### src/hw/aether_consts.svh
`ifndef AETHER_CONSTS_SVH
`define AETHER_CONSTS_SVH

// ----------------------------------------------------------------------
// Instruction word fields
// ----------------------------------------------------------------------

// Opcode field
`define AETHER_INSTR_W 4

// Sub-command or register selector
`define AETHER_PARAM1_W 4

// Immediate, also the register data width
`define AETHER_PARAM2_W 16

// Save address is param_1 on top of param_2
`define AETHER_SAVE_ADDR_W 20

// ----------------------------------------------------------------------
// Identity registers, read only
// ----------------------------------------------------------------------

`define AETHER_VERSN_VALUE 16'h0102
`define AETHER_HWRID_VALUE 16'hAE01

`endif

### src/hw/aether_pkg.sv
package aether_pkg;

`include "aether_consts.svh"

  // Opcodes, 8 to 15 unused
  typedef enum logic [`AETHER_INSTR_W-1:0] {
    NOP = 4'd0,
    RST = 4'd1,
    RDR = 4'd2,
    WRR = 4'd3,
    LDW = 4'd4,
    CNV = 4'd5,
    DNS = 4'd6,
    LIP = 4'd7
  } instr_e;

  // RST sub-commands
  typedef enum logic [`AETHER_PARAM1_W-1:0] {
    RST_FULL = 4'd0,
    RST_CWGT = 4'd1,
    RST_CONV = 4'd2,
    RST_DWGT = 4'd3,
    RST_DENS = 4'd4,
    RST_REGS = 4'd5
  } rst_sel_e;

  // Register map, VERSN and HWRID are constants
  typedef enum logic [`AETHER_PARAM1_W-1:0] {
    REG_VERSN = 4'd0,
    REG_HWRID = 4'd1,
    REG_MEMUP = 4'd2,
    REG_MSTRT = 4'd3,
    REG_MENDD = 4'd4,
    REG_BCFG1 = 4'd5,
    REG_BCFG2 = 4'd6,
    REG_BCFG3 = 4'd7,
    REG_CPRM1 = 4'd8,
    REG_STATS = 4'd9
  } reg_addr_e;

  // LDW sub-commands
  typedef enum logic [`AETHER_PARAM1_W-1:0] {
    LDW_CWGT = 4'd0,
    LDW_DWGT = 4'd1,
    LDW_STRT = 4'd2,
    LDW_CONT = 4'd3,
    LDW_MOVE = 4'd4
  } ldw_sel_e;

  // LIP sub-commands
  typedef enum logic [`AETHER_PARAM1_W-1:0] {
    LIP_STRT = 4'd0,
    LIP_CONT = 4'd1
  } lip_sel_e;

  // Memory command toward the memory datapath
  typedef enum logic [1:0] {
    MEM_IDLE  = 2'd0,
    MEM_WRITE = 2'd1,
    MEM_READ  = 2'd2
  } mem_cmd_e;

  // Captured host command
  typedef struct packed {
    instr_e                      instr;
    logic [`AETHER_PARAM1_W-1:0] param_1;
    logic [`AETHER_PARAM2_W-1:0] param_2;
  } cmd_t;

  // Register write request
  typedef struct packed {
    logic                        we;
    reg_addr_e                   addr;
    logic [`AETHER_PARAM2_W-1:0] data;
  } reg_wr_t;

  typedef struct packed {
    logic cwgt;
    logic conv;
    logic dwgt;
    logic dens;
    logic regs;
    logic full;
  } rst_cmd_t;

  typedef struct packed {
    logic cwgt;
    logic dwgt;
    logic strt;
    logic cont;
    logic move;
  } ldw_cmd_t;

  // Shared by convolution and dense
  typedef struct packed {
    logic                           run;
    logic [`AETHER_SAVE_ADDR_W-1:0] save_addr;
  } run_cmd_t;

  typedef struct packed {
    logic strt;
    logic cont;
  } lip_cmd_t;

endpackage

### src/hw/aether_cmd_capture.sv
`timescale 1ns/1ns

`include "aether_consts.svh"

module aether_cmd_capture (
  input  logic                        clk_i,
  input  logic                        rst_n_i,
  input  logic                        cmd_valid_i,
  input  logic [`AETHER_INSTR_W-1:0]  instr_i,
  input  logic [`AETHER_PARAM1_W-1:0] param_1_i,
  input  logic [`AETHER_PARAM2_W-1:0] param_2_i,
  input  logic [`AETHER_PARAM2_W-1:0] rd_data_i,
  input  logic                        rd_hit_i,
  output aether_pkg::cmd_t            cmd_o,
  output logic                        cmd_live_o,
  output logic [`AETHER_PARAM2_W-1:0] rdata_o,
  output logic                        rdata_valid_o
);

  // ----------------------------------------------------------------------
  // Command register
  // ----------------------------------------------------------------------

  // Payload only, qualified downstream by cmd_live_o
  always_ff @(posedge clk_i)
  begin
    if (cmd_valid_i)
    begin
      cmd_o.instr   <= aether_pkg::instr_e'(instr_i);
      cmd_o.param_1 <= param_1_i;
      cmd_o.param_2 <= param_2_i;
    end
  end

  // Live for exactly the cycle after the strobe
  always_ff @(posedge clk_i or negedge rst_n_i)
  begin
    if (!rst_n_i)
      cmd_live_o <= 1'b0;
    else
      cmd_live_o <= cmd_valid_i;
  end

  // ----------------------------------------------------------------------
  // Readback register
  // ----------------------------------------------------------------------

  // Holds last read value until the next read hit
  always_ff @(posedge clk_i or negedge rst_n_i)
  begin
    if (!rst_n_i)
    begin
      rdata_o       <= '0;
      rdata_valid_o <= 1'b0;
    end
    else
    begin
      rdata_valid_o <= rd_hit_i;
      if (rd_hit_i)
        rdata_o <= rd_data_i;
    end
  end

endmodule

### src/hw/aether_engine_ctrl_top.sv
`timescale 1ns/1ns

`include "aether_consts.svh"

module aether_engine_ctrl_top (
  input  logic                        clk_i,
  input  logic                        rst_n_i,
  input  logic                        cmd_valid_i,
  input  logic [`AETHER_INSTR_W-1:0]  instr_i,
  input  logic [`AETHER_PARAM1_W-1:0] param_1_i,
  input  logic [`AETHER_PARAM2_W-1:0] param_2_i,
  output logic [`AETHER_PARAM2_W-1:0] rdata_o,
  output logic                        rdata_valid_o,
  output aether_pkg::rst_cmd_t        rst_o,
  output aether_pkg::ldw_cmd_t        ldw_o,
  output aether_pkg::run_cmd_t        cnv_o,
  output aether_pkg::run_cmd_t        dns_o,
  output aether_pkg::lip_cmd_t        lip_o,
  output aether_pkg::mem_cmd_e        mem_cmd_o,
  output logic                        cmd_err_o
);

  // Capture to decoder
  aether_pkg::cmd_t            cmd;
  logic                        cmd_live;

  // Decoder to register file and back
  aether_pkg::reg_addr_e       rd_sel;
  logic [`AETHER_PARAM2_W-1:0] rf_rd_data;
  logic [`AETHER_PARAM2_W-1:0] rd_data;
  logic                        rd_hit;
  aether_pkg::reg_wr_t         reg_wr;
  logic                        reg_clear;

  // Bank clears on either register or full reset
  assign reg_clear = rst_o.regs | rst_o.full;

  aether_cmd_capture u_capture (
    .clk_i         (clk_i),
    .rst_n_i       (rst_n_i),
    .cmd_valid_i   (cmd_valid_i),
    .instr_i       (instr_i),
    .param_1_i     (param_1_i),
    .param_2_i     (param_2_i),
    .rd_data_i     (rd_data),
    .rd_hit_i      (rd_hit),
    .cmd_o         (cmd),
    .cmd_live_o    (cmd_live),
    .rdata_o       (rdata_o),
    .rdata_valid_o (rdata_valid_o)
  );

  aether_engine_decoder u_decoder (
    .cmd_i      (cmd),
    .cmd_live_i (cmd_live),
    .rd_data_i  (rf_rd_data),
    .rd_sel_o   (rd_sel),
    .rd_data_o  (rd_data),
    .rd_hit_o   (rd_hit),
    .reg_wr_o   (reg_wr),
    .rst_o      (rst_o),
    .ldw_o      (ldw_o),
    .cnv_o      (cnv_o),
    .dns_o      (dns_o),
    .lip_o      (lip_o),
    .mem_cmd_o  (mem_cmd_o),
    .cmd_err_o  (cmd_err_o)
  );

  aether_register_file u_regs (
    .clk_i     (clk_i),
    .rst_n_i   (rst_n_i),
    .reg_wr_i  (reg_wr),
    .rd_sel_i  (rd_sel),
    .clear_i   (reg_clear),
    .err_i     (cmd_err_o),
    .rd_data_o (rf_rd_data)
  );

endmodule

### src/hw/aether_engine_decoder.sv
`timescale 1ns/1ns

`include "aether_consts.svh"

module aether_engine_decoder (
  input  aether_pkg::cmd_t            cmd_i,
  input  logic                        cmd_live_i,
  input  logic [`AETHER_PARAM2_W-1:0] rd_data_i,
  output aether_pkg::reg_addr_e       rd_sel_o,
  output logic [`AETHER_PARAM2_W-1:0] rd_data_o,
  output logic                        rd_hit_o,
  output aether_pkg::reg_wr_t         reg_wr_o,
  output aether_pkg::rst_cmd_t        rst_o,
  output aether_pkg::ldw_cmd_t        ldw_o,
  output aether_pkg::run_cmd_t        cnv_o,
  output aether_pkg::run_cmd_t        dns_o,
  output aether_pkg::lip_cmd_t        lip_o,
  output aether_pkg::mem_cmd_e        mem_cmd_o,
  output logic                        cmd_err_o
);

  // Opcode hits, all qualified by the live flag
  logic is_rst;
  logic is_rdr;
  logic is_wrr;
  logic is_ldw;
  logic is_cnv;
  logic is_dns;
  logic is_lip;

  // Per-section illegal command flags
  logic rst_err;
  logic rdr_err;
  logic wrr_err;
  logic ldw_err;
  logic dns_err;
  logic lip_err;

  // LDW memory requests
  logic ldw_mem_read;
  logic ldw_mem_write;

  assign is_rst = cmd_live_i && (cmd_i.instr == aether_pkg::RST);
  assign is_rdr = cmd_live_i && (cmd_i.instr == aether_pkg::RDR);
  assign is_wrr = cmd_live_i && (cmd_i.instr == aether_pkg::WRR);
  assign is_ldw = cmd_live_i && (cmd_i.instr == aether_pkg::LDW);
  assign is_cnv = cmd_live_i && (cmd_i.instr == aether_pkg::CNV);
  assign is_dns = cmd_live_i && (cmd_i.instr == aether_pkg::DNS);
  assign is_lip = cmd_live_i && (cmd_i.instr == aether_pkg::LIP);

  // NOP and opcodes 8 to 15 hit no section below

  // ----------------------------------------------------------------------
  // RST
  // ----------------------------------------------------------------------

  always_comb
  begin
    rst_o   = '0;
    rst_err = 1'b0;
    if (is_rst)
    begin
      case (cmd_i.param_1)
        aether_pkg::RST_FULL: rst_o = '1;
        aether_pkg::RST_CWGT: rst_o.cwgt = 1'b1;
        aether_pkg::RST_CONV: rst_o.conv = 1'b1;
        aether_pkg::RST_DWGT: rst_o.dwgt = 1'b1;
        aether_pkg::RST_DENS: rst_o.dens = 1'b1;
        aether_pkg::RST_REGS: rst_o.regs = 1'b1;
        default:
        begin
          // Unknown code falls back to full reset
          rst_o   = '1;
          rst_err = 1'b1;
        end
      endcase
    end
  end

  // ----------------------------------------------------------------------
  // RDR
  // ----------------------------------------------------------------------

  always_comb
  begin
    rd_sel_o  = aether_pkg::REG_VERSN;
    rd_data_o = '0;
    rd_hit_o  = 1'b0;
    rdr_err   = 1'b0;
    if (is_rdr)
    begin
      rd_sel_o = aether_pkg::reg_addr_e'(cmd_i.param_1);
      // Read still returns, as zero when unknown
      rd_hit_o = 1'b1;
      if (cmd_i.param_1 <= aether_pkg::REG_STATS)
        rd_data_o = rd_data_i;
      else
        rdr_err = 1'b1;
    end
  end

  // ----------------------------------------------------------------------
  // WRR
  // ----------------------------------------------------------------------

  always_comb
  begin
    reg_wr_o = '0;
    wrr_err  = 1'b0;
    if (is_wrr)
    begin
      case (cmd_i.param_1)
        // Identity registers
        aether_pkg::REG_VERSN,
        aether_pkg::REG_HWRID: wrr_err = 1'b1;
        aether_pkg::REG_MEMUP,
        aether_pkg::REG_MSTRT,
        aether_pkg::REG_MENDD,
        aether_pkg::REG_BCFG1,
        aether_pkg::REG_BCFG2,
        aether_pkg::REG_BCFG3,
        aether_pkg::REG_CPRM1,
        aether_pkg::REG_STATS:
        begin
          reg_wr_o.we   = 1'b1;
          reg_wr_o.addr = aether_pkg::reg_addr_e'(cmd_i.param_1);
          reg_wr_o.data = cmd_i.param_2;
        end
        default: wrr_err = 1'b1;
      endcase
    end
  end

  // ----------------------------------------------------------------------
  // LDW
  // ----------------------------------------------------------------------

  always_comb
  begin
    ldw_o         = '0;
    ldw_mem_read  = 1'b0;
    ldw_mem_write = 1'b0;
    ldw_err       = 1'b0;
    if (is_ldw)
    begin
      case (cmd_i.param_1)
        aether_pkg::LDW_CWGT:
        begin
          ldw_o.cwgt   = 1'b1;
          ldw_mem_read = 1'b1;
        end
        aether_pkg::LDW_DWGT:
        begin
          ldw_o.dwgt   = 1'b1;
          ldw_mem_read = 1'b1;
        end
        aether_pkg::LDW_STRT: ldw_o.strt = 1'b1;
        aether_pkg::LDW_CONT: ldw_o.cont = 1'b1;
        aether_pkg::LDW_MOVE:
        begin
          // Move pushes weights back to memory
          ldw_o.move    = 1'b1;
          ldw_mem_write = 1'b1;
        end
        default: ldw_err = 1'b1;
      endcase
    end
  end

  // ----------------------------------------------------------------------
  // CNV
  // ----------------------------------------------------------------------

  always_comb
  begin
    cnv_o = '0;
    if (is_cnv)
    begin
      cnv_o.run       = 1'b1;
      cnv_o.save_addr = {cmd_i.param_1, cmd_i.param_2};
    end
  end

  // ----------------------------------------------------------------------
  // DNS
  // ----------------------------------------------------------------------

  always_comb
  begin
    dns_o   = '0;
    dns_err = 1'b0;
    if (is_dns)
    begin
      // Only sub-command 0 runs
      if (cmd_i.param_1 == '0)
      begin
        dns_o.run       = 1'b1;
        dns_o.save_addr = {cmd_i.param_1, cmd_i.param_2};
      end
      else
        dns_err = 1'b1;
    end
  end

  // ----------------------------------------------------------------------
  // LIP
  // ----------------------------------------------------------------------

  always_comb
  begin
    lip_o   = '0;
    lip_err = 1'b0;
    if (is_lip)
    begin
      case (cmd_i.param_1)
        aether_pkg::LIP_STRT: lip_o.strt = 1'b1;
        aether_pkg::LIP_CONT: lip_o.cont = 1'b1;
        default: lip_err = 1'b1;
      endcase
    end
  end

  // ----------------------------------------------------------------------
  // Memory command and error pulse
  // ----------------------------------------------------------------------

  // Write has priority, any CNV or DNS reads
  always_comb
  begin
    if (ldw_mem_write)
      mem_cmd_o = aether_pkg::MEM_WRITE;
    else if (ldw_mem_read || is_cnv || is_dns)
      mem_cmd_o = aether_pkg::MEM_READ;
    else
      mem_cmd_o = aether_pkg::MEM_IDLE;
  end

  assign cmd_err_o = rst_err | rdr_err | wrr_err | ldw_err | dns_err | lip_err;

endmodule

### src/hw/aether_register_file.sv
`timescale 1ns/1ns

`include "aether_consts.svh"

module aether_register_file (
  input  logic                        clk_i,
  input  logic                        rst_n_i,
  input  aether_pkg::reg_wr_t         reg_wr_i,
  input  aether_pkg::reg_addr_e       rd_sel_i,
  input  logic                        clear_i,
  input  logic                        err_i,
  output logic [`AETHER_PARAM2_W-1:0] rd_data_o
);

  // Slot of STATS in the writable bank
  localparam logic [2:0] STATS_IDX = 3'(aether_pkg::REG_STATS - aether_pkg::REG_MEMUP);

  // MEMUP to STATS, slot 0 is MEMUP
  logic [`AETHER_PARAM2_W-1:0] regs_q [8];

  logic       wr_ok;
  logic [2:0] wr_idx;
  logic       stats_wr;
  logic [2:0] rd_idx;

  // Only the writable window accepts a write
  assign wr_ok    = reg_wr_i.we && (reg_wr_i.addr >= aether_pkg::REG_MEMUP) &&
                    (reg_wr_i.addr <= aether_pkg::REG_STATS);
  assign wr_idx   = 3'(reg_wr_i.addr - aether_pkg::REG_MEMUP);
  assign stats_wr = wr_ok && (wr_idx == STATS_IDX);

  // ----------------------------------------------------------------------
  // Register bank update
  // ----------------------------------------------------------------------

  always_ff @(posedge clk_i or negedge rst_n_i)
  begin
    if (!rst_n_i)
    begin
      for (int i = 0; i < 8; i++)
        regs_q[i] <= '0;
    end
    else
    begin
      // Bank clear from RST_REGS or RST_FULL
      if (clear_i)
      begin
        for (int i = 0; i < 8; i++)
          regs_q[i] <= '0;
      end
      if (wr_ok)
        regs_q[wr_idx] <= reg_wr_i.data;
      // Sticky error flag, host write to STATS takes precedence
      if (err_i && !stats_wr)
        regs_q[STATS_IDX][15] <= 1'b1;
    end
  end

  // ----------------------------------------------------------------------
  // Read mux
  // ----------------------------------------------------------------------

  assign rd_idx = 3'(rd_sel_i - aether_pkg::REG_MEMUP);

  always_comb
  begin
    if (rd_sel_i == aether_pkg::REG_VERSN)
      rd_data_o = `AETHER_VERSN_VALUE;
    else if (rd_sel_i == aether_pkg::REG_HWRID)
      rd_data_o = `AETHER_HWRID_VALUE;
    else if (rd_sel_i <= aether_pkg::REG_STATS)
      rd_data_o = regs_q[rd_idx];
    else
      rd_data_o = '0;
  end

endmodule

### config.mk
export PLATFORM = sky130hd
export DESIGN_NAME = aether_engine_ctrl_top
export DESIGN_NICKNAME = d
export VERILOG_FILES = /design/src/hw/aether_pkg.sv /design/src/hw/aether_cmd_capture.sv /design/src/hw/aether_engine_ctrl_top.sv /design/src/hw/aether_engine_decoder.sv /design/src/hw/aether_register_file.sv
export VERILOG_INCLUDE_DIRS = /design/src /design/src/hw
export SDC_FILE = /design/constraint.sdc
export NUM_CORES = 1
export LEC_CHECK = 0
export ABC_AREA = 1
export BUFFER_PORTS_ARGS = -buffer_cell sky130_fd_sc_hd__buf_2
export CAP_MARGIN = 20
export CORE_ASPECT_RATIO = 1.5
export CORE_UTILIZATION = 54
export DETAILED_ROUTE_END_ITERATION = 10
export PLACE_DENSITY = 0.74
export SLEW_MARGIN = 15
export SYNTH_ARGS = -nofsm -noshare
export SYNTH_HDL_FRONTEND = slang
export SYNTH_HIERARCHICAL = 1
export SYNTH_SLANG_ARGS = --single-unit
### constraint.sdc
create_clock -name clk_i -period 3.05 [get_ports clk_i]
set_clock_uncertainty 0.2 [all_clocks]
set_input_delay 0.305 -clock clk_i [delete_from_list [all_inputs] [get_ports clk_i]]
set_output_delay 0.305 -clock clk_i [all_outputs]
set_load 0.005 [all_outputs]
==> flow_summary.ini <==
[global_route]
grt_overflow = 0
grt_pass1_vias = 8165
grt_max_degree = 68
globalRouteTotalUtil_pct = 31.0
antenna_found_initial = 0
grt_pass1_wl_mm = 41.7

[synthesis]
syn_area_um2 = 9260
synth.avg_cell_area_um2 = 7.50
yosysUniqueCellTypes = 40
yosysTopAreaCell = dfrtp_1
syn_inst = 1235
synth_common_cells = nand2_1, dfrtp_1, o21ai_0
synth-seq-cells = 170
synth.area.top_cells = dfrtp_1, nand2_1, edfxtp_1
synth_edf_count = 24
synthFlopType = dfrtp_1
synth-seq-area-share_pct = 47.3
async_flop_share_pct = 85.9
yosysWarnings = 6
synth_top_area_share_pct = 39.5
yosysMostFrequentCell = nand2_1

[cells_and_area]
final_area_um2 = 10700
layout-drive-gt1-share_pct = 16.7
nFillCells = 1442
diodes = 0
finalNonFillerCells = 1547
area_growth_pct = 15.6
final_core_util_pct = 63.9
fin_nets = 1355

[die]
die_h_um = 162
coreArea_um2 = 16800
rows = 58
ios = 102
die_area_um2 = 17700
fp.dieW_um = 109
initial_core_util_pct = 55.2

[clock_network]
numClockSinks = 170
cts.clk_slew.worst_paths_ps = 60
cts.path.max_buffers = 2
cts_root_buf = clkbuf_16
cts_setup_buffers = 0
htreeDepth = 4
clock_latency_ps = 440
numCtsBuffers = 17
cts_tree = built

[placement]
dp_hpwl_mm = 16.6
dp_slack_ps = 29.2
gp_congestion = 0.896
placed_area_um2 = 9860
place_inst = 1490
port-buffer-count = 97

[critical_path]
critPathKind = flop to flop
max_stage_delay_ps = 450
cp.required_ps = 3220
cp.buffers_inverters = 4
cp_max_fo = 20
cp-end-kind = flop
cpMaxStageDelayCell = edfxtp_1
cp_top_family = simple AND/OR/NAND/NOR gates
critPathMostFrequentCell = nand2_1
cp.arrival_ps = 2960
path_cells = nor3_4 -> nand2_1 -> buf_4 -> nor2_1 -> inv_1 -> nand3_1 -> inv_2 -> nor2_4 -> inv_2 -> nor3_2 -> nand2_1 -> nor2_1 -> nand2_1 -> nand2_1
start_kind = flop

[route]
vias = 8527
ant_nets = 0
firstDrtPassIters = 5
drc_errors = 0
via_per_inst = 5.51
wl_mm = 26.0
drtIter0Drc = 838
wl_per_cell_um = 16.8

[timing]
fin_tns_setup_ps = 0
post-route-period-util_pct = 91.2
slew_headroom_pct = 45.0
fin_ws_ps = 268
finalSetupViolCount = 0
tightest_slew_ps = 823
drv_slew = 0
hold_ws_ps = 98.2
hold_viol = 0
fmax_ghz = 0.359
final.min_clock_period_ps = 2780
rsz0062_at_grt = false

[pwr]
leakage_nw = 4.98
p_per_area_nw_per_um2 = 452
finalPower_mw = 4.84
ir_drop_uv = 354

[min_path]
hold_path_class = input pin to flop

[run_status]
status = completed

[run]
maxCapViolations = 0
-- timing repair --
item,in CTS,in global routing
endpoints found under the hold margin,87,0
gates resized for setup,0,1
setup endpoints to repair,0,14
hold buffers,25,0
-- power breakdown --
group / switching [mW] / leakage, nW / total (mW) / internal, mW
Sequential: 0.0196 / 2.27 / 2.36 / 2.34
Clock: 0.887 / 0.269 / 2.16 / 1.28
Combinational: 0.220 / 2.44 / 0.319 / 0.0987
-- placed cells by master (no fill, tap or decap), types with 2 or more instances in the layout --
cell type / count
nand2_2: 7
nand2_1: 476
inv_1: 95
o21ai_1: 7
o21ai_0: 116
nand4_1: 16
ha_1: 4
clkinv_4: 2
nor2_2: 11
nand2_4: 2
clkinvlp_4: 4
clkinv_1: 5
nor3_1: 9
nand3_4: 3
conb_1: 4
clkbuf_16: 17
buf_12: 7
nor3_2: 7
nor2_1: 89
buf_4: 32
clkbuf_1: 2
edfxtp_1: 24
nand3_1: 69
bufinv_16: 3
o211ai_1: 3
nand3_2: 2
inv_2: 7
a31oi_1: 14
dlygate4sd3_1: 25
buf_2: 96
nor2_4: 13
a21oi_1: 8
inv_4: 2
dfrtp_1: 146
-- kinds of logic (layout without fill, tap and decap cells) --
kind of cell,count (synthesis),after routing,synth area share (%)
adder cells (fa/ha/maj),4,4,0.541
AND/OR/NAND/NOR,707,707,32.9
buffers and inverters,201,300,10.4
XOR/XNOR,1,1,0.176
other,1,4,0.0405
flip-flops,170,170,47.3
AO/OA/AOI/OAI,151,151,8.64
-- area by class of cell --
| class | instances | area, µm² | area share, % |
|---|---|---|---|
| sequential | 170 | 4370 | 40.9 |
| tap | 210 | 263 | 2.45 |
| inverter | 107 | 413 | 3.86 |
| clock buffer | 19 | 433 | 4.04 |
| multi-input combinational | 867 | 3950 | 36.9 |
| clock inverter | 13 | 153 | 1.43 |
| timing repair buffer | 161 | 1120 | 10.5 |
-- flip-flops by register name, summed over array words and instances, names as in the netlist --
signal and cells:
u_capture/cmd_live_o 1, u_capture/cmd_o 24, u_regs/regs_q 128, u_capture/rdata_o 16, u_capture/rdata_valid_o 1
-- routing by layer --
| metal | wire, µm | track usage [%] | vias to the layer above |
|---|---|---|---|
| li1 | - | - | 4033 |
| met1 | 10100 | 38.3 | 4065 |
| met2 | 13200 | 51.9 | 371 |
| met3 | 1700 | 5.72 | 58 |
| met4 | 895 | 14.1 | 0 |
| met5 | 0 | 0 | - |
-- final timing paths --
kind / from / end / slack (ps) / cells after the start
max: u_capture/cmd_o[22]$_DFFE_PP_ / u_capture/rdata_o[4]$_DFFE_PN0P_ / 270 / 14
max in group asynchronous: rst_n_i / u_regs/regs_q[32]$_DFF_PN0_ / 1570 / 3
min in group asynchronous: rst_n_i / u_regs/regs_q[12]$_DFF_PN0_ / 230 / 2
max reg2reg: u_capture/cmd_o[22]$_DFFE_PP_ / u_capture/rdata_o[4]$_DFFE_PN0P_ / 270 / 14
min: cmd_valid_i / u_capture/cmd_live_o$_DFF_PN0_ / 100 / 1
min reg2reg: u_capture/rdata_o[8]$_DFFE_PN0P_ / u_capture/rdata_o[8]$_DFFE_PN0P_ / 270 / 2
(Power assumes the default switching activity.)
